`config.mk`:
```
export PLATFORM = sky130hd
export DESIGN_NAME = decode_top
export DESIGN_NICKNAME = d
export VERILOG_FILES = /design/src/logic/rv_decode_pkg.sv /design/src/logic/imm_gen.sv /design/src/logic/inst_field_decoder.sv /design/src/logic/hazard_tracker.sv /design/src/logic/decode_stage.sv /design/src/logic/decode_top.sv
export VERILOG_INCLUDE_DIRS = /design/src /design/src/logic
export SDC_FILE = /design/constraint.sdc
export NUM_CORES = 1
export LEC_CHECK = 0
export ABC_AREA = 1
export BUFFER_PORTS_ARGS = -buffer_cell sky130_fd_sc_hd__clkbuf_2
export CORE_MARGIN = 1
export CORE_UTILIZATION = 45
export CTS_CLUSTER_DIAMETER = 40
export DETAILED_ROUTE_END_ITERATION = 16
export GPL_TIMING_DRIVEN = 0
export PLACE_DENSITY = 0.72
export SETUP_SLACK_MARGIN = 0.02
export SLEW_MARGIN = 20
export SYNTH_ARGS = -nofsm -noshare
export SYNTH_HDL_FRONTEND = slang
export SYNTH_HIERARCHICAL = 1
export SYNTH_SLANG_ARGS = --single-unit
export TNS_END_PERCENT = 100
```
`constraint.sdc`:
```
create_clock -name clock -period 9.7 [get_ports clock]
set_clock_uncertainty 0.05 [all_clocks]
set_input_delay 0.97 -clock clock [delete_from_list [all_inputs] [get_ports clock]]
set_output_delay 0.97 -clock clock [all_outputs]
set_load 0.05 [all_outputs]
```
`src/logic/rv_decode_consts.svh`:
```
`ifndef RV_DECODE_CONSTS_SVH
`define RV_DECODE_CONSTS_SVH

// datapath widths
`define RV_XLEN      32
`define RV_REG_BITS  5
`define RV_CSR_BITS  12

// major opcodes, inst[6:0]
`define RV_OPC_LUI       7'b0110111
`define RV_OPC_AUIPC     7'b0010111
`define RV_OPC_JAL       7'b1101111
`define RV_OPC_JALR      7'b1100111
`define RV_OPC_BRANCH    7'b1100011
`define RV_OPC_LOAD      7'b0000011
`define RV_OPC_STORE     7'b0100011
`define RV_OPC_OP_IMM    7'b0010011
`define RV_OPC_OP        7'b0110011
`define RV_OPC_SYSTEM    7'b1110011
`define RV_OPC_MISC_MEM  7'b0001111

// funct fields
`define RV_F7_BASE     7'b0000000
`define RV_F7_ALT      7'b0100000
`define RV_F3_FENCE_I  3'b001
`define RV_F3_PRIV     3'b000
`define RV_F3_CSRRW    3'b001
`define RV_F3_CSRRS    3'b010
`define RV_F3_CSRRC    3'b011

// whole-word system encodings
`define RV_INST_ECALL   32'h00000073
`define RV_INST_EBREAK  32'h00100073
`define RV_INST_MRET    32'h30200073

`endif

```
`src/logic/rv_decode_pkg.sv`:
```
`include "rv_decode_consts.svh"

package rv_decode_pkg;

  // alu operation, the branch compares share the alu
  typedef enum logic [4:0] {
    add,
    sub,
    xor_op,
    or_op,
    and_op,
    sll,
    srl,
    sra,
    slt,
    sltu,
    beq,
    bne,
    blt,
    bge,
    bltu,
    bgeu,
    csr_set,
    csr_clear
  } alu_op_e;

  typedef enum logic [1:0] {
    seq,
    jal,
    jalr,
    branch
  } next_pc_e;

  // register write data source in EX
  typedef enum logic [1:0] {
    alu,
    link,
    auipc_sum,
    csr_old
  } wb_src_e;

  typedef enum logic [1:0] {
    reg_op,
    imm,
    csr
  } op2_src_e;

  // both bits may be set, the consumer gives EX priority
  typedef struct packed {
    logic from_ex;
    logic from_ls;
  } fwd_sel_t;

  typedef struct packed {
    logic ren;
    logic wen;
    logic byte_acc;
    logic half_acc;
    logic sext;
  } mem_ctrl_t;

  // one-hot immediate format
  typedef struct packed {
    logic u;
    logic j;
    logic b;
    logic i;
    logic s;
  } imm_fmt_t;

  typedef struct packed {
    alu_op_e                 alu_op;
    next_pc_e                next_pc;
    wb_src_e                 wb_src;
    op2_src_e                op2_src;
    logic [`RV_REG_BITS-1:0] rs1;
    logic [`RV_REG_BITS-1:0] rs2;
    logic [`RV_REG_BITS-1:0] rd;
    logic                    rd_wen;
    logic [`RV_CSR_BITS-1:0] csr_addr;
    logic                    csr_inst;
    mem_ctrl_t               mem;
    logic                    is_ecall;
    logic                    is_mret;
    logic                    is_fence_i;
    // pads the bundle to 64 bits, always zero
    logic [15:0]             spare;
  } decode_ctrl_t;

endpackage

```
`src/logic/imm_gen.sv`:
```
`timescale 1ns/1ps
`include "rv_decode_consts.svh"

module imm_gen (
  input  logic [`RV_XLEN-1:0]    inst_q,
  input  rv_decode_pkg::imm_fmt_t fmt,
  output logic [`RV_XLEN-1:0]    imm
);

  logic [`RV_XLEN-1:0] u_imm;
  logic [`RV_XLEN-1:0] j_imm;
  logic [`RV_XLEN-1:0] b_imm;
  logic [`RV_XLEN-1:0] i_imm;
  logic [`RV_XLEN-1:0] s_imm;

  // upper 20 bits, low half zero
  assign u_imm = {inst_q[31:12], 12'b0};

  // jump offset, bit 0 implied
  assign j_imm = {{12{inst_q[31]}}, inst_q[19:12], inst_q[20],
                  inst_q[30:25], inst_q[24:21], 1'b0};

  // branch offset, bit 0 implied
  assign b_imm = {{20{inst_q[31]}}, inst_q[7], inst_q[30:25],
                  inst_q[11:8], 1'b0};

  assign i_imm = {{20{inst_q[31]}}, inst_q[31:20]};

  // store offset is split around rd's slot
  assign s_imm = {{20{inst_q[31]}}, inst_q[31:25], inst_q[11:7]};

  // fmt is one-hot, so the masked terms never overlap
  assign imm = ({`RV_XLEN{fmt.u}} & u_imm) |
               ({`RV_XLEN{fmt.j}} & j_imm) |
               ({`RV_XLEN{fmt.b}} & b_imm) |
               ({`RV_XLEN{fmt.i}} & i_imm) |
               ({`RV_XLEN{fmt.s}} & s_imm);

endmodule

```
`src/logic/inst_field_decoder.sv`:
```
`timescale 1ns/1ps
`include "rv_decode_consts.svh"

module inst_field_decoder (
  input  logic [`RV_XLEN-1:0]        inst_q,
  output rv_decode_pkg::decode_ctrl_t ctrl,
  output logic [`RV_XLEN-1:0]        imm
);

  logic [6:0]              opcode;
  logic [2:0]              funct3;
  logic [6:0]              funct7;
  logic                    legal;
  rv_decode_pkg::imm_fmt_t fmt;

  assign opcode = inst_q[6:0];
  assign funct3 = inst_q[14:12];
  assign funct7 = inst_q[31:25];

  imm_gen imm_gen_i (
    .inst_q (inst_q),
    .fmt    (fmt),
    .imm    (imm)
  );

  always_comb begin
    ctrl  = '0;
    fmt   = '0;
    legal = 1'b0;
    case (opcode)
      `RV_OPC_LUI: begin
        legal        = 1'b1;
        fmt.u        = 1'b1;
        ctrl.op2_src = rv_decode_pkg::imm;
        ctrl.rd_wen  = 1'b1;
      end
      `RV_OPC_AUIPC: begin
        legal       = 1'b1;
        fmt.u       = 1'b1;
        ctrl.wb_src = rv_decode_pkg::auipc_sum;
        ctrl.rd_wen = 1'b1;
      end
      `RV_OPC_JAL: begin
        legal        = 1'b1;
        fmt.j        = 1'b1;
        ctrl.next_pc = rv_decode_pkg::jal;
        ctrl.wb_src  = rv_decode_pkg::link;
        ctrl.rd_wen  = 1'b1;
      end
      `RV_OPC_JALR: begin
        legal        = (funct3 == 3'b000);
        fmt.i        = 1'b1;
        ctrl.next_pc = rv_decode_pkg::jalr;
        ctrl.wb_src  = rv_decode_pkg::link;
        ctrl.op2_src = rv_decode_pkg::imm;
        ctrl.rd_wen  = 1'b1;
      end
      `RV_OPC_BRANCH: begin
        legal        = 1'b1;
        fmt.b        = 1'b1;
        ctrl.next_pc = rv_decode_pkg::branch;
        case (funct3)
          3'b000:  ctrl.alu_op = rv_decode_pkg::beq;
          3'b001:  ctrl.alu_op = rv_decode_pkg::bne;
          3'b100:  ctrl.alu_op = rv_decode_pkg::blt;
          3'b101:  ctrl.alu_op = rv_decode_pkg::bge;
          3'b110:  ctrl.alu_op = rv_decode_pkg::bltu;
          3'b111:  ctrl.alu_op = rv_decode_pkg::bgeu;
          default: legal = 1'b0;
        endcase
      end
      `RV_OPC_LOAD: begin
        legal             = funct3 inside {3'b000, 3'b001, 3'b010, 3'b100, 3'b101};
        fmt.i             = 1'b1;
        ctrl.op2_src      = rv_decode_pkg::imm;
        ctrl.rd_wen       = 1'b1;
        ctrl.mem.ren      = 1'b1;
        ctrl.mem.byte_acc = (funct3[1:0] == 2'b00);
        ctrl.mem.half_acc = (funct3[1:0] == 2'b01);
        // only lb and lh extend, lw fills the word anyway
        ctrl.mem.sext     = ~funct3[2] & ~funct3[1];
      end
      `RV_OPC_STORE: begin
        legal             = funct3 inside {3'b000, 3'b001, 3'b010};
        fmt.s             = 1'b1;
        ctrl.op2_src      = rv_decode_pkg::imm;
        ctrl.mem.wen      = 1'b1;
        ctrl.mem.byte_acc = (funct3[1:0] == 2'b00);
        ctrl.mem.half_acc = (funct3[1:0] == 2'b01);
      end
      `RV_OPC_OP_IMM: begin
        legal        = 1'b1;
        fmt.i        = 1'b1;
        ctrl.op2_src = rv_decode_pkg::imm;
        ctrl.rd_wen  = 1'b1;
        case (funct3)
          3'b000: ctrl.alu_op = rv_decode_pkg::add;
          3'b010: ctrl.alu_op = rv_decode_pkg::slt;
          3'b011: ctrl.alu_op = rv_decode_pkg::sltu;
          3'b100: ctrl.alu_op = rv_decode_pkg::xor_op;
          3'b110: ctrl.alu_op = rv_decode_pkg::or_op;
          3'b111: ctrl.alu_op = rv_decode_pkg::and_op;
          3'b001: begin
            ctrl.alu_op = rv_decode_pkg::sll;
            legal       = (funct7 == `RV_F7_BASE);
          end
          3'b101: begin
            ctrl.alu_op = (funct7 == `RV_F7_ALT) ? rv_decode_pkg::sra : rv_decode_pkg::srl;
            legal       = funct7 inside {`RV_F7_BASE, `RV_F7_ALT};
          end
        endcase
      end
      `RV_OPC_OP: begin
        legal       = (funct7 == `RV_F7_BASE);
        ctrl.rd_wen = 1'b1;
        case (funct3)
          3'b000: begin
            ctrl.alu_op = (funct7 == `RV_F7_ALT) ? rv_decode_pkg::sub : rv_decode_pkg::add;
            legal       = funct7 inside {`RV_F7_BASE, `RV_F7_ALT};
          end
          3'b001: ctrl.alu_op = rv_decode_pkg::sll;
          3'b010: ctrl.alu_op = rv_decode_pkg::slt;
          3'b011: ctrl.alu_op = rv_decode_pkg::sltu;
          3'b100: ctrl.alu_op = rv_decode_pkg::xor_op;
          3'b101: begin
            ctrl.alu_op = (funct7 == `RV_F7_ALT) ? rv_decode_pkg::sra : rv_decode_pkg::srl;
            legal       = funct7 inside {`RV_F7_BASE, `RV_F7_ALT};
          end
          3'b110: ctrl.alu_op = rv_decode_pkg::or_op;
          3'b111: ctrl.alu_op = rv_decode_pkg::and_op;
        endcase
      end
      `RV_OPC_SYSTEM: begin
        case (funct3)
          `RV_F3_CSRRW, `RV_F3_CSRRS, `RV_F3_CSRRC: begin
            legal         = 1'b1;
            fmt.i         = 1'b1;
            ctrl.wb_src   = rv_decode_pkg::csr_old;
            ctrl.rd_wen   = 1'b1;
            ctrl.csr_inst = 1'b1;
            // csrrw keeps add with rs2 forced to x0, so EX passes rs1 through
            if (funct3 == `RV_F3_CSRRS) begin
              ctrl.alu_op  = rv_decode_pkg::csr_set;
              ctrl.op2_src = rv_decode_pkg::csr;
            end else if (funct3 == `RV_F3_CSRRC) begin
              ctrl.alu_op  = rv_decode_pkg::csr_clear;
              ctrl.op2_src = rv_decode_pkg::csr;
            end
          end
          `RV_F3_PRIV: begin
            // ebreak is accepted but has no effect in this core
            legal           = inst_q inside {`RV_INST_ECALL, `RV_INST_MRET, `RV_INST_EBREAK};
            ctrl.is_ecall   = (inst_q == `RV_INST_ECALL);
            ctrl.is_mret    = (inst_q == `RV_INST_MRET);
          end
          default: legal = 1'b0;
        endcase
      end
      `RV_OPC_MISC_MEM: begin
        legal           = (funct3 == `RV_F3_FENCE_I);
        ctrl.is_fence_i = 1'b1;
      end
      default: legal = 1'b0;
    endcase

    if (legal) begin
      // lui reads x0 so EX computes 0 + imm
      ctrl.rs1      = (opcode == `RV_OPC_LUI) ? '0 : inst_q[19:15];
      ctrl.rs2      = (ctrl.csr_inst && funct3 == `RV_F3_CSRRW) ? '0 : inst_q[24:20];
      ctrl.rd       = ctrl.rd_wen ? inst_q[11:7] : '0;
      ctrl.csr_addr = ctrl.csr_inst ? inst_q[31:20] : '0;
    end else begin
      ctrl = '0;
      fmt  = '0;
    end
  end

endmodule

```
`src/logic/hazard_tracker.sv`:
```
`timescale 1ns/1ps
`include "rv_decode_consts.svh"

module hazard_tracker (
  input  logic                    clock,
  input  logic                    reset,
  input  logic                    advance,
  input  logic                    flush,
  input  logic [`RV_REG_BITS-1:0] cur_rd,
  input  logic                    cur_rd_wen,
  input  logic [`RV_CSR_BITS-1:0] cur_csr,
  input  logic                    cur_csr_wen,
  input  logic                    cur_is_load,
  input  logic [`RV_REG_BITS-1:0] rs1,
  input  logic [`RV_REG_BITS-1:0] rs2,
  input  logic [`RV_CSR_BITS-1:0] csr_src,
  input  logic [`RV_REG_BITS-1:0] next_rs1,
  input  logic [`RV_REG_BITS-1:0] next_rs2,
  output rv_decode_pkg::fwd_sel_t fwd_rs1,
  output rv_decode_pkg::fwd_sel_t fwd_rs2,
  output rv_decode_pkg::fwd_sel_t fwd_csr,
  output logic [`RV_REG_BITS-1:0] wb_rd,
  output logic                    wb_rd_wen,
  output logic [`RV_CSR_BITS-1:0] wb_csr,
  output logic                    wb_csr_wen,
  output logic                    ready
);

  typedef struct packed {
    logic [`RV_REG_BITS-1:0] rd;
    logic                    rd_wen;
    logic [`RV_CSR_BITS-1:0] csr;
    logic                    csr_wen;
  } dest_t;

  // ex_q tracks the instruction now in EX, ls_q the one in LS
  dest_t ex_q;
  dest_t ls_q;

  always_ff @(posedge clock) begin
    if (reset || flush) begin
      ex_q.rd_wen  <= 1'b0;
      ex_q.csr_wen <= 1'b0;
      ls_q.rd_wen  <= 1'b0;
      ls_q.csr_wen <= 1'b0;
    end else if (advance) begin
      ex_q.rd      <= cur_rd;
      ex_q.rd_wen  <= cur_rd_wen;
      ex_q.csr     <= cur_csr;
      ex_q.csr_wen <= cur_csr_wen;
      ls_q         <= ex_q;
    end
  end

  assign wb_rd      = ls_q.rd;
  assign wb_rd_wen  = ls_q.rd_wen;
  assign wb_csr     = ls_q.csr;
  assign wb_csr_wen = ls_q.csr_wen;

  // x0 never forwards
  assign fwd_rs1.from_ex = ex_q.rd_wen && (ex_q.rd != '0) && (rs1 == ex_q.rd);
  assign fwd_rs1.from_ls = ls_q.rd_wen && (ls_q.rd != '0) && (rs1 == ls_q.rd);
  assign fwd_rs2.from_ex = ex_q.rd_wen && (ex_q.rd != '0) && (rs2 == ex_q.rd);
  assign fwd_rs2.from_ls = ls_q.rd_wen && (ls_q.rd != '0) && (rs2 == ls_q.rd);

  // a csr source only counts when the consumer is itself a csr access
  assign fwd_csr.from_ex = cur_csr_wen && ex_q.csr_wen && (csr_src == ex_q.csr);
  assign fwd_csr.from_ls = cur_csr_wen && ls_q.csr_wen && (csr_src == ls_q.csr);

  // load data is not back until LS, so a dependent word must wait one cycle
  assign ready = !(cur_is_load && (cur_rd != '0) &&
                   ((next_rs1 == cur_rd) || (next_rs2 == cur_rd)));

endmodule

```
`src/logic/decode_stage.sv`:
```
`timescale 1ns/1ps
`include "rv_decode_consts.svh"

module decode_stage (
  input  logic                        clock,
  input  logic                        reset,
  input  logic [`RV_XLEN-1:0]         inst,
  input  logic [`RV_XLEN-1:0]         pc,
  input  logic                        inst_valid,
  input  logic                        block,
  input  logic                        clear_pipeline,
  output logic                        ready,
  output logic                        decode_valid,
  output logic [`RV_XLEN-1:0]         pc_out,
  output rv_decode_pkg::decode_ctrl_t ctrl_out,
  output logic [`RV_XLEN-1:0]         imm,
  output rv_decode_pkg::fwd_sel_t     fwd_rs1,
  output rv_decode_pkg::fwd_sel_t     fwd_rs2,
  output rv_decode_pkg::fwd_sel_t     fwd_csr,
  output rv_decode_pkg::mem_ctrl_t    mem,
  output logic [`RV_REG_BITS-1:0]     wb_rd,
  output logic                        wb_rd_wen,
  output logic [`RV_CSR_BITS-1:0]     wb_csr,
  output logic                        wb_csr_wen,
  output logic                        ecall,
  output logic                        mret,
  output logic                        fence_i
);

  logic [`RV_XLEN-1:0]         inst_q;
  logic [`RV_XLEN-1:0]         pc_q;
  rv_decode_pkg::decode_ctrl_t ctrl;
  logic                        advance;
  logic                        capture;
  // {ecall, mret, fence_i} at ID, then one and two edges later
  logic [2:0]                  sys_now;
  logic [2:0]                  sys_d1;
  logic [2:0]                  sys_d2;

  assign advance = !block;
  assign capture = inst_valid && ready && advance && !clear_pipeline;

  assign ctrl_out = ctrl;
  assign sys_now  = {ctrl.is_ecall, ctrl.is_mret, ctrl.is_fence_i};
  assign {ecall, mret, fence_i} = sys_d2;

  inst_field_decoder inst_field_decoder_i (
    .inst_q (inst_q),
    .ctrl   (ctrl),
    .imm    (imm)
  );

  hazard_tracker hazard_tracker_i (
    .clock       (clock),
    .reset       (reset),
    .advance     (advance),
    .flush       (clear_pipeline),
    .cur_rd      (ctrl.rd),
    .cur_rd_wen  (ctrl.rd_wen),
    .cur_csr     (ctrl.csr_addr),
    .cur_csr_wen (ctrl.csr_inst),
    .cur_is_load (ctrl.mem.ren),
    .rs1         (ctrl.rs1),
    .rs2         (ctrl.rs2),
    .csr_src     (ctrl.csr_addr),
    .next_rs1    (inst[19:15]),
    .next_rs2    (inst[24:20]),
    .fwd_rs1     (fwd_rs1),
    .fwd_rs2     (fwd_rs2),
    .fwd_csr     (fwd_csr),
    .wb_rd       (wb_rd),
    .wb_rd_wen   (wb_rd_wen),
    .wb_csr      (wb_csr),
    .wb_csr_wen  (wb_csr_wen),
    .ready       (ready)
  );

  // flush beats block, block freezes everything else
  always_ff @(posedge clock) begin
    if (reset || clear_pipeline) begin
      inst_q       <= '0;
      decode_valid <= 1'b0;
      mem          <= '0;
      sys_d1       <= '0;
      sys_d2       <= '0;
    end else if (advance) begin
      // a stall or an empty fetch slot becomes an all-zero bubble
      inst_q       <= capture ? inst : '0;
      decode_valid <= capture;
      mem          <= ctrl.mem;
      sys_d1       <= sys_now;
      sys_d2       <= sys_d1;
    end
  end

  // pc_q is paired with inst_q, pc_out lines up with mem in EX
  always_ff @(posedge clock) begin
    if (advance) begin
      pc_q   <= pc;
      pc_out <= pc_q;
    end
  end

endmodule

```
`src/logic/decode_top.sv`:
```
`timescale 1ns/1ps
`include "rv_decode_consts.svh"

module decode_top (
  input  logic                        clock,
  input  logic                        reset,
  input  logic [`RV_XLEN-1:0]         inst,
  input  logic [`RV_XLEN-1:0]         pc,
  input  logic                        inst_valid,
  input  logic                        block,
  input  logic                        clear_pipeline,
  output logic                        ready,
  output logic                        decode_valid,
  output logic [`RV_XLEN-1:0]         pc_out,
  output rv_decode_pkg::decode_ctrl_t ctrl_out,
  output logic [`RV_XLEN-1:0]         imm,
  output rv_decode_pkg::fwd_sel_t     fwd_rs1,
  output rv_decode_pkg::fwd_sel_t     fwd_rs2,
  output rv_decode_pkg::fwd_sel_t     fwd_csr,
  output rv_decode_pkg::mem_ctrl_t    mem,
  output logic [`RV_REG_BITS-1:0]     wb_rd,
  output logic                        wb_rd_wen,
  output logic [`RV_CSR_BITS-1:0]     wb_csr,
  output logic                        wb_csr_wen,
  output logic                        ecall,
  output logic                        mret,
  output logic                        fence_i
);

  // port names match one to one
  decode_stage decode_stage_i (.*);

endmodule

```
==> flow_metrics.env, run 1 <==
export IMPL_post_cts_resized=0
export IMPL_r2r_cells=19
export IMPL_yosys_warnings=6
export IMPL_drtIter0Drc=421
export IMPL_h_tree_depth=4
export IMPL_port_buffer_count=214
export IMPL_overflow=0
export IMPL_dieHeight_um=130.2
export IMPL_period_needed_ns=4.184
export IMPL_ys_flop_type="edfxtp_1"
export IMPL_antenna_found_initial=0
export IMPL_fin_tns_setup_ns=0
export IMPL_r2r_end="decode_stage_i/inst_q[4]"
export IMPL_fmax_mhz=239.0
export IMPL_seqPwrFrac_pct=47.1
export IMPL_drive_gt1_share_pct=32.10
export IMPL_setup_worst_path_end_class="output pin"
export IMPL_gp_congestion=0.9061
export IMPL_io_pins=232
export IMPL_die_area_um2=16940
export IMPL_status="completed"
export IMPL_p_clk_share_pct=44.1
export IMPL_ant_nets=0
export IMPL_route_detailed_drc=0
export IMPL_cap_violations=0
export IMPL_crit_type="reg2out"
export IMPL_grt_pass1_wl_mm=29.12
export IMPL_arrival_ns=3.16
export IMPL_placed_area_um2=8855
export IMPL_cts_made_buffers=17
export IMPL_wl_mm=19.46
export IMPL_cts_sinks=146
export IMPL_synth_edff_count=98
export IMPL_fin_ws_ns=5.516
export IMPL_synthDistinctLibCells=34
export IMPL_ys_ff_latch=146
export IMPL_die_w_um=130.2
export IMPL_core_um2=15940
export IMPL_period_share_pct=43.13
export IMPL_path_cells="inv_4 > nand4_2 > nor2_4 > nand2_2 > nor2_2 > nor2_1 > nand2_1 > nand2_1 > nand3_4 > buf_6 > nand2_1 > inv_1 > nor2_2 > nand2_1 > nand2_2 > buf_6 > nand2_1 > clkbuf_2"
export IMPL_grt_pass1_vias=5660
export IMPL_max_vdd_ir_drop_mv=0.1273
export IMPL_seqCellArea_um2=3904
export IMPL_switching_share_pct=27.56
export IMPL_place_hpwl_mm=14.94
export IMPL_power_density_nw_per_um2=156.8
export IMPL_start_kind="flip-flop"
export IMPL_rsz0062_at_grt="no"
export IMPL_critPathSlowestCell="dfxtp_1"
export IMPL_clk_path_buf_depth=2
export IMPL_initial_core_util_pct=46.37
export IMPL_r2r_slack_ns=6.39
export IMPL_min_from="decode_stage_i/pc_q[31]"
export IMPL_ys_seq_area_share_pct=52.81
export IMPL_finalHoldViolCount=0
export IMPL_netlist_area_um2=7392
export IMPL_dp_slack_ns=5.981
export IMPL_nNetsFinal=1190
export IMPL_synthCells=871
export IMPL_worst_pin_slew_ns=0.7971
export IMPL_wire_per_inst_um=14.42
export IMPL_grt_max_degree=66
export IMPL_finalSetupViolCount=0
export IMPL_std_cell_rows=46
export IMPL_p_leak_nw=4.519
export IMPL_async_flop_share_pct=0
export IMPL_fillers=1444
export IMPL_min_to="decode_stage_i/pc_out[31]"
export IMPL_drv_slew=0
export IMPL_holdBufCountCts=0
export IMPL_relSlewSlack_pct=46.37
export IMPL_fin_area_um2=9463
export IMPL_vias_per_cell=4.721
export IMPL_path_clk_slew_ns=0.07
export IMPL_cp_slowest_stage_delay_ns=0.43
export IMPL_p_comb_share_pct=8.8
export IMPL_worstSkewPairLatency_ns=0.43
export IMPL_hold_path_class="reg2reg"
export IMPL_switchingPower_mw=0.4091
export IMPL_area_delta_synth_final_pct=28.01
export IMPL_syn_area_per_cell_um2=8.487
export IMPL_intPower_mw=1.075
export IMPL_drt_pass1_iterations=5
export IMPL_postCtsSetupRepairBufs=0
export IMPL_cts_tree="yes"
export IMPL_regToRegStartpoint="decode_stage_i/inst_q[14]"
export IMPL_hold_depth=0
export IMPL_required_ns=8.68
export IMPL_crit_path_max_fanout=10
export IMPL_multi_input_area_um2=2750
export IMPL_cpMostUsedCell="nand2_1"
export IMPL_cts_root_buf="clkbuf_16"
export IMPL_grt_use_total_pct=23.10
export IMPL_num_vias=6374
export IMPL_num_antenna_cells=0
[cell usage in the layout, fill, tap and decap left out, types with 7 or more instances in the layout]
cell,synthesis,routed
edfxtp_1,98,98
nor2_1,101,100
a21oi_2,40,40
buf_6,12,12
nand2_1,267,267
xnor2_1,19,19
nand3_1,52,52
conb_1,1,16
o21ai_0,16,16
nor2_2,7,7
inv_1,116,116
buf_4,17,18
a21oi_1,9,9
clkbuf_2,0,214
buf_2,9,8
xor2_1,9,9
nand2_2,9,9
dfxtp_1,48,48
clkbuf_16,0,17
inv_2,9,9
[metal layers]
| metal | share of wire (%) | track usage (%) |
|---|---|---|
| met5 | 0 | 0 |
| met4 | 1.4 | 7.866 |
| met3 | 6.4 | 4.469 |
| met2 | 48 | 38.11 |
| met1 | 44 | 30.37 |
[through the flow]
step / hold slack (ns) / util, % / std cells / total power, mW
2_1_floorplan: 0.3503 / - / 886 / 0.8040
3_3_place_gp: 0.3505 / 55.13 / 1316 / 0.8395
3_5_place_dp: 0.3545 / 55.54 / 1318 / 0.8439
4_1_cts: 0.3676 / 59.35 / 1350 / 1.495
5_1_grt: 0.3716 / 59.35 / 1350 / 1.533
6_report: 0.3684 / 59.35 / 1350 / 1.484
[worst max-delay path by stage]
stage	from	to	slack, ns
6_report	decode_stage_i/inst_q[14]	imm[30]	5.52
5_1_grt	decode_stage_i/inst_q[0]	imm[30]	5.22
4_1_cts	decode_stage_i/inst_q[14]	imm[30]	5.51
3_5_place_dp	decode_stage_i/inst_q[14]	imm[30]	5.98
3_3_place_gp	block	decode_stage_i/hazard_tracker_i/wb_csr[8]	4.28
2_1_floorplan	decode_stage_i/inst_q[14]	fwd_rs1[0]	5.19
[worst max-delay path, delay by kind of cell, from the launching register on]
| family | cells | cell delay [ns] |
|---|---|---|
| buf+inv | 5 | 0.87 |
| simple gates | 13 | 1.39 |
| flops | 1 | 0.43 |
[state kept, by name, indices dropped and copies added, names as in the netlist]
signal                                      cells
decode_stage_i/decode_valid                     1
decode_stage_i/hazard_tracker_i/ex_q           19
decode_stage_i/hazard_tracker_i/wb_csr         12
decode_stage_i/hazard_tracker_i/wb_csr_wen      1
decode_stage_i/hazard_tracker_i/wb_rd           5
decode_stage_i/hazard_tracker_i/wb_rd_wen       1
decode_stage_i/inst_q                          32
decode_stage_i/mem                              5
decode_stage_i/pc_out                          32
decode_stage_i/pc_q                            32
decode_stage_i/sys_d1                           3
decode_stage_i/sys_d2                           3
[cell usage after synthesis, types with 2 or more instances]
cell	n	area, um^2
a21oi_1	9	45.04
a21oi_2	40	350.3
buf_2	9	45.04
buf_4	17	127.6
buf_6	12	135.1
dfxtp_1	48	960.9
edfxtp_1	98	2943
inv_1	116	435.4
inv_2	9	33.78
nand2_1	267	1002
nand2_2	9	56.30
nand3_1	52	260.3
nand3_2	2	20.02
nand4_1	4	25.02
nor2_1	101	379.1
nor2_2	7	43.79
nor2_4	3	33.78
nor3_1	6	30.03
nor4_1	2	12.51
o211ai_1	2	15.01
o21ai_0	16	80.08
o21ai_1	3	15.01
or2_1	2	12.51
xnor2_1	19	166.4
xor2_1	9	78.83
[power by group through the flow]
stage	sequential (mW)	clock, mW	combinational [mW]
final	0.700	0.654	0.130
after global routing	0.702	0.692	0.139
after CTS	0.700	0.665	0.130
after detailed placement	0.714	0	0.130
after global placement	0.713	0	0.127
after floorplan	0.750	0	0.0544
[layout make-up]
type | count | share of cell area [%]
buffer | 40 | 3.477
clock buffer | 17 | 4.496
inverter | 126 | 5.024
tap | 216 | 2.856
sequential | 146 | 41.25
timing repair buffer | 216 | 11.90
clock inverter | 15 | 1.930
multi-input combinational | 574 | 29.06
[kinds of logic (layout without fill, tap and decap cells)]
| group | after synthesis | in the layout | share of synthesized area (%) |
|---|---|---|---|
| AO/OA/AOI/OAI | 71 | 71 | 6.974 |
| XOR/XNOR | 28 | 28 | 3.318 |
| buffers and inverters | 166 | 414 | 10.85 |
| flip-flops | 146 | 146 | 52.81 |
| other | 1 | 16 | 0.05073 |
| AND/OR/NAND/NOR | 459 | 459 | 26.00 |
No activity file was read; power rests on OpenSTA's default activity.
==> run 2, diff against run 1 <==
Settings changed: ABC_AREA 1 to 0, PLACE_DENSITY 0.72 to 0.73.
Clock period 9.7 ns to 3.85 ns, I/O delays scaled along.
==> run 2 against run 1 <==
Compared with the run above:
- die area fell by 9.8%
- worst hold slack got worse by 0.29 ns
- worst setup slack got worse by 5.4 ns
- cell area fell by 5.4%
- highest routed layer unchanged
==> flow_metrics.env, run 2 <==
export IMPL_crit_type="reg2out"
export IMPL_fin_cells=990
export IMPL_relSlewSlack_pct=37.64
export IMPL_synth_most_common_cell="edfxtp_1"
export IMPL_netlist_area_um2=6656
export IMPL_met2_usage_pct=40.21
export IMPL_synthCells=539
export IMPL_worst_pin_slew_ns=0.9283
export IMPL_wire_per_inst_um=19.27
export IMPL_arrival_ns=3.28
export IMPL_num_vias=5455
export IMPL_r2r_slack_ns=0.31
export IMPL_path_cells="clkbuf_4 > or2_1 > o31a_1 > o32ai_2 > nor4_4 > buf_4 > buf_4 > nor2_4 > xnor2_1 > nand3_1 > nor4_4 > clkbuf_4"
export IMPL_grt_pass1_wl_mm=27.66
export IMPL_num_antenna_cells=0
export IMPL_cp_slowest_stage_delay_ns=0.34
export IMPL_ys_flop_type="edfxtp_1"
export IMPL_io_pins=232
export IMPL_critPathBufInv=4
export IMPL_finalHoldViolCount=0
export IMPL_use_met3_pct=6.868
export IMPL_path_delay_family="simple AND/OR/NAND/NOR gates"
export IMPL_drv_slew=0
export IMPL_hold_path_class="in2reg"
export IMPL_syn_area_per_cell_um2=12.35
export IMPL_std_cell_rows=44
export IMPL_max_vdd_ir_drop_mv=0.3660
export IMPL_port_buffer_count=214
export IMPL_min_to="decode_stage_i/pc_q[25]"
export IMPL_synth_top_area_cell="edfxtp_1"
export IMPL_fillers=1162
export IMPL_synthDistinctLibCells=60
export IMPL_rsz0062_at_grt="yes"
export IMPL_p_clk_share_pct=44.7
export IMPL_period_needed_ns=3.718
export IMPL_synth_top_area_share_pct=44.21
export IMPL_antenna_found_initial=0
export IMPL_multi_input_area_um2=2726
export IMPL_grt_pass1_vias=4983
export IMPL_p_comb_share_pct=8.3
export IMPL_status="completed"
export IMPL_core_um2=14480
export IMPL_setup_worst_path_end_class="output pin"
export IMPL_regToRegStartpoint="decode_stage_i/inst_q[6]"
export IMPL_cts_sinks=146
export IMPL_drt_pass1_iterations=5
export IMPL_h_tree_depth=4
export IMPL_r2r_cells=15
export IMPL_grt_max_degree=66
export IMPL_ant_nets=0
export IMPL_grt_use_met1_pct=31.85
export IMPL_hold_depth=1
export IMPL_switching_share_pct=24.33
export IMPL_drive_gt1_share_pct=42.43
export IMPL_grt_busiest_layer="met2"
export IMPL_ys_seq_area_share_pct=58.65
export IMPL_min_from="pc[25]"
export IMPL_seqPwrFrac_pct=47.0
export IMPL_drtIter0Drc=360
export IMPL_cap_violations=0
export IMPL_fin_ws_ns=0.1317
export IMPL_overflow=0
export IMPL_switchingPower_mw=0.9195
export IMPL_dp_cells=955
export IMPL_p_leak_nw=3.840
export IMPL_area_delta_synth_final_pct=34.53
export IMPL_cts_made_buffers=17
export IMPL_power_density_nw_per_um2=422.0
export IMPL_ys_ff_latch=146
export IMPL_initial_core_util_pct=45.97
export IMPL_clk_path_buf_depth=2
export IMPL_gp_congestion=0.9199
export IMPL_worstSkewPairLatency_ns=0.43
export IMPL_required_ns=3.41
export IMPL_layout_common_cells="clkbuf_2, edfxtp_1, nand2_1"
export IMPL_wl_mm=19.08
export IMPL_reg_top3="decode_stage_i/inst_q x32, decode_stage_i/pc_out x32, decode_stage_i/pc_q x32"
export IMPL_crit_path_max_fanout=10
export IMPL_route_detailed_drc=0
export IMPL_fin_tns_setup_ns=0
export IMPL_synth_area_leaders="edfxtp_1, dfxtp_1, xnor2_1, a32o_1, nand2_1"
export IMPL_dieHeight_um=123.6
export IMPL_dp_slack_ns=-0.03704
export IMPL_period_share_pct=96.58
export IMPL_start_kind="flip-flop"
export IMPL_r2r_end="decode_stage_i/inst_q[13]"
export IMPL_finalSetupViolCount=0
export IMPL_critPathSlowestCell="dfxtp_1"
export IMPL_synth_common_cells="edfxtp_1, dfxtp_1, nand2_1, xnor2_1, nor2_1"
export IMPL_yosys_warnings=6
export IMPL_cp_depth=12
export IMPL_place_hpwl_mm=14.49
export IMPL_die_w_um=123.6
export IMPL_layout_commonest_cell="clkbuf_2"
export IMPL_fmax_mhz=268.9
export IMPL_holdBufCountCts=0
export IMPL_path_clk_slew_ns=0.06
export IMPL_nNetsFinal=862
export IMPL_cts_tree="yes"
export IMPL_die_area_um2=15280
export IMPL_async_flop_share_pct=0
export IMPL_intPower_mw=2.859
export IMPL_grt_use_total_pct=24.98
export IMPL_vias_per_cell=5.510
export IMPL_seqCellArea_um2=3909
export IMPL_synth_edff_count=98
export IMPL_cts_root_buf="clkbuf_16"
## run 2: stage by stage
step | area [um^2] | hold WS, ns | power (mW) | utilization (%)
after floorplan | 6820 | 0.3503 | 2.018 | -
after global placement | 8122 | 0.3503 | 2.108 | 56.09
after detailed placement | 8165 | 0.3545 | 2.118 | 56.39
after CTS | 8870 | 0.06588 | 3.801 | 61.26
after global routing | 8955 | 0.06337 | 3.895 | 61.85
final | 8955 | 0.08276 | 3.779 | 61.85
## run 2: repair_timing
item / CTS / global route
setup buffers: 2 / 2
gates resized for setup: 20 / 30
hold endpoints to repair: 0 / 0
setup endpoints to repair: 67 / 36
pin swaps: 3 / 1
## run 2: power groups by stage
stage | logic [mW] | registers, mW | clock network, mW
6_report | 0.314 | 1.78 | 1.69
5_1_grt | 0.332 | 1.78 | 1.78
4_1_cts | 0.313 | 1.78 | 1.71
3_5_place_dp | 0.310 | 1.81 | 0
3_3_place_gp | 0.302 | 1.81 | 0
2_1_floorplan | 0.123 | 1.90 | 0
## run 2: cells by family after synthesis
| kind of cell | Yosys count | share of synthesized area, % |
|---|---|---|
| AND/OR/NAND/NOR | 194 | 16.50 |
| flip-flops | 146 | 58.65 |
| AO/OA/AOI/OAI | 79 | 10.49 |
| XOR/XNOR | 55 | 7.237 |
| buffers and inverters | 48 | 4.662 |
| multiplexers | 16 | 2.406 |
| other | 1 | 0.05634 |
## run 2: final cells by class
cell class,instances,share of cell area [%]
Tap cell,184,2.571
Inverter,2,0.1118
Sequential cell,146,43.65
Multi-Input combinational cell,360,30.45
Buffer,45,3.451
Timing Repair Buffer,221,13.01
Clock inverter,14,1.970
Clock buffer,18,4.793
## run 2: layer usage
layer	up-vias	share of wire, %
met2	259	48
met4	0	2.2
li1	2513	-
met5	-	0
met3	30	8.0
met1	2653	41
## run 2: worst max path at each step
stage	end	slack, ns	startpoint
6_report	fwd_rs2[0]	0.13	decode_stage_i/inst_q[6]
5_1_grt	fwd_rs2[1]	0.02	decode_stage_i/inst_q[6]
4_1_cts	fwd_rs1[1]	0.02	decode_stage_i/inst_q[0]
3_5_place_dp	decode_stage_i/inst_q[13]	-0.04	decode_stage_i/inst_q[26]
3_3_place_gp	decode_stage_i/hazard_tracker_i/ex_q[10]	-0.70	block
2_1_floorplan	decode_stage_i/hazard_tracker_i/ex_q[10]	0.06	block
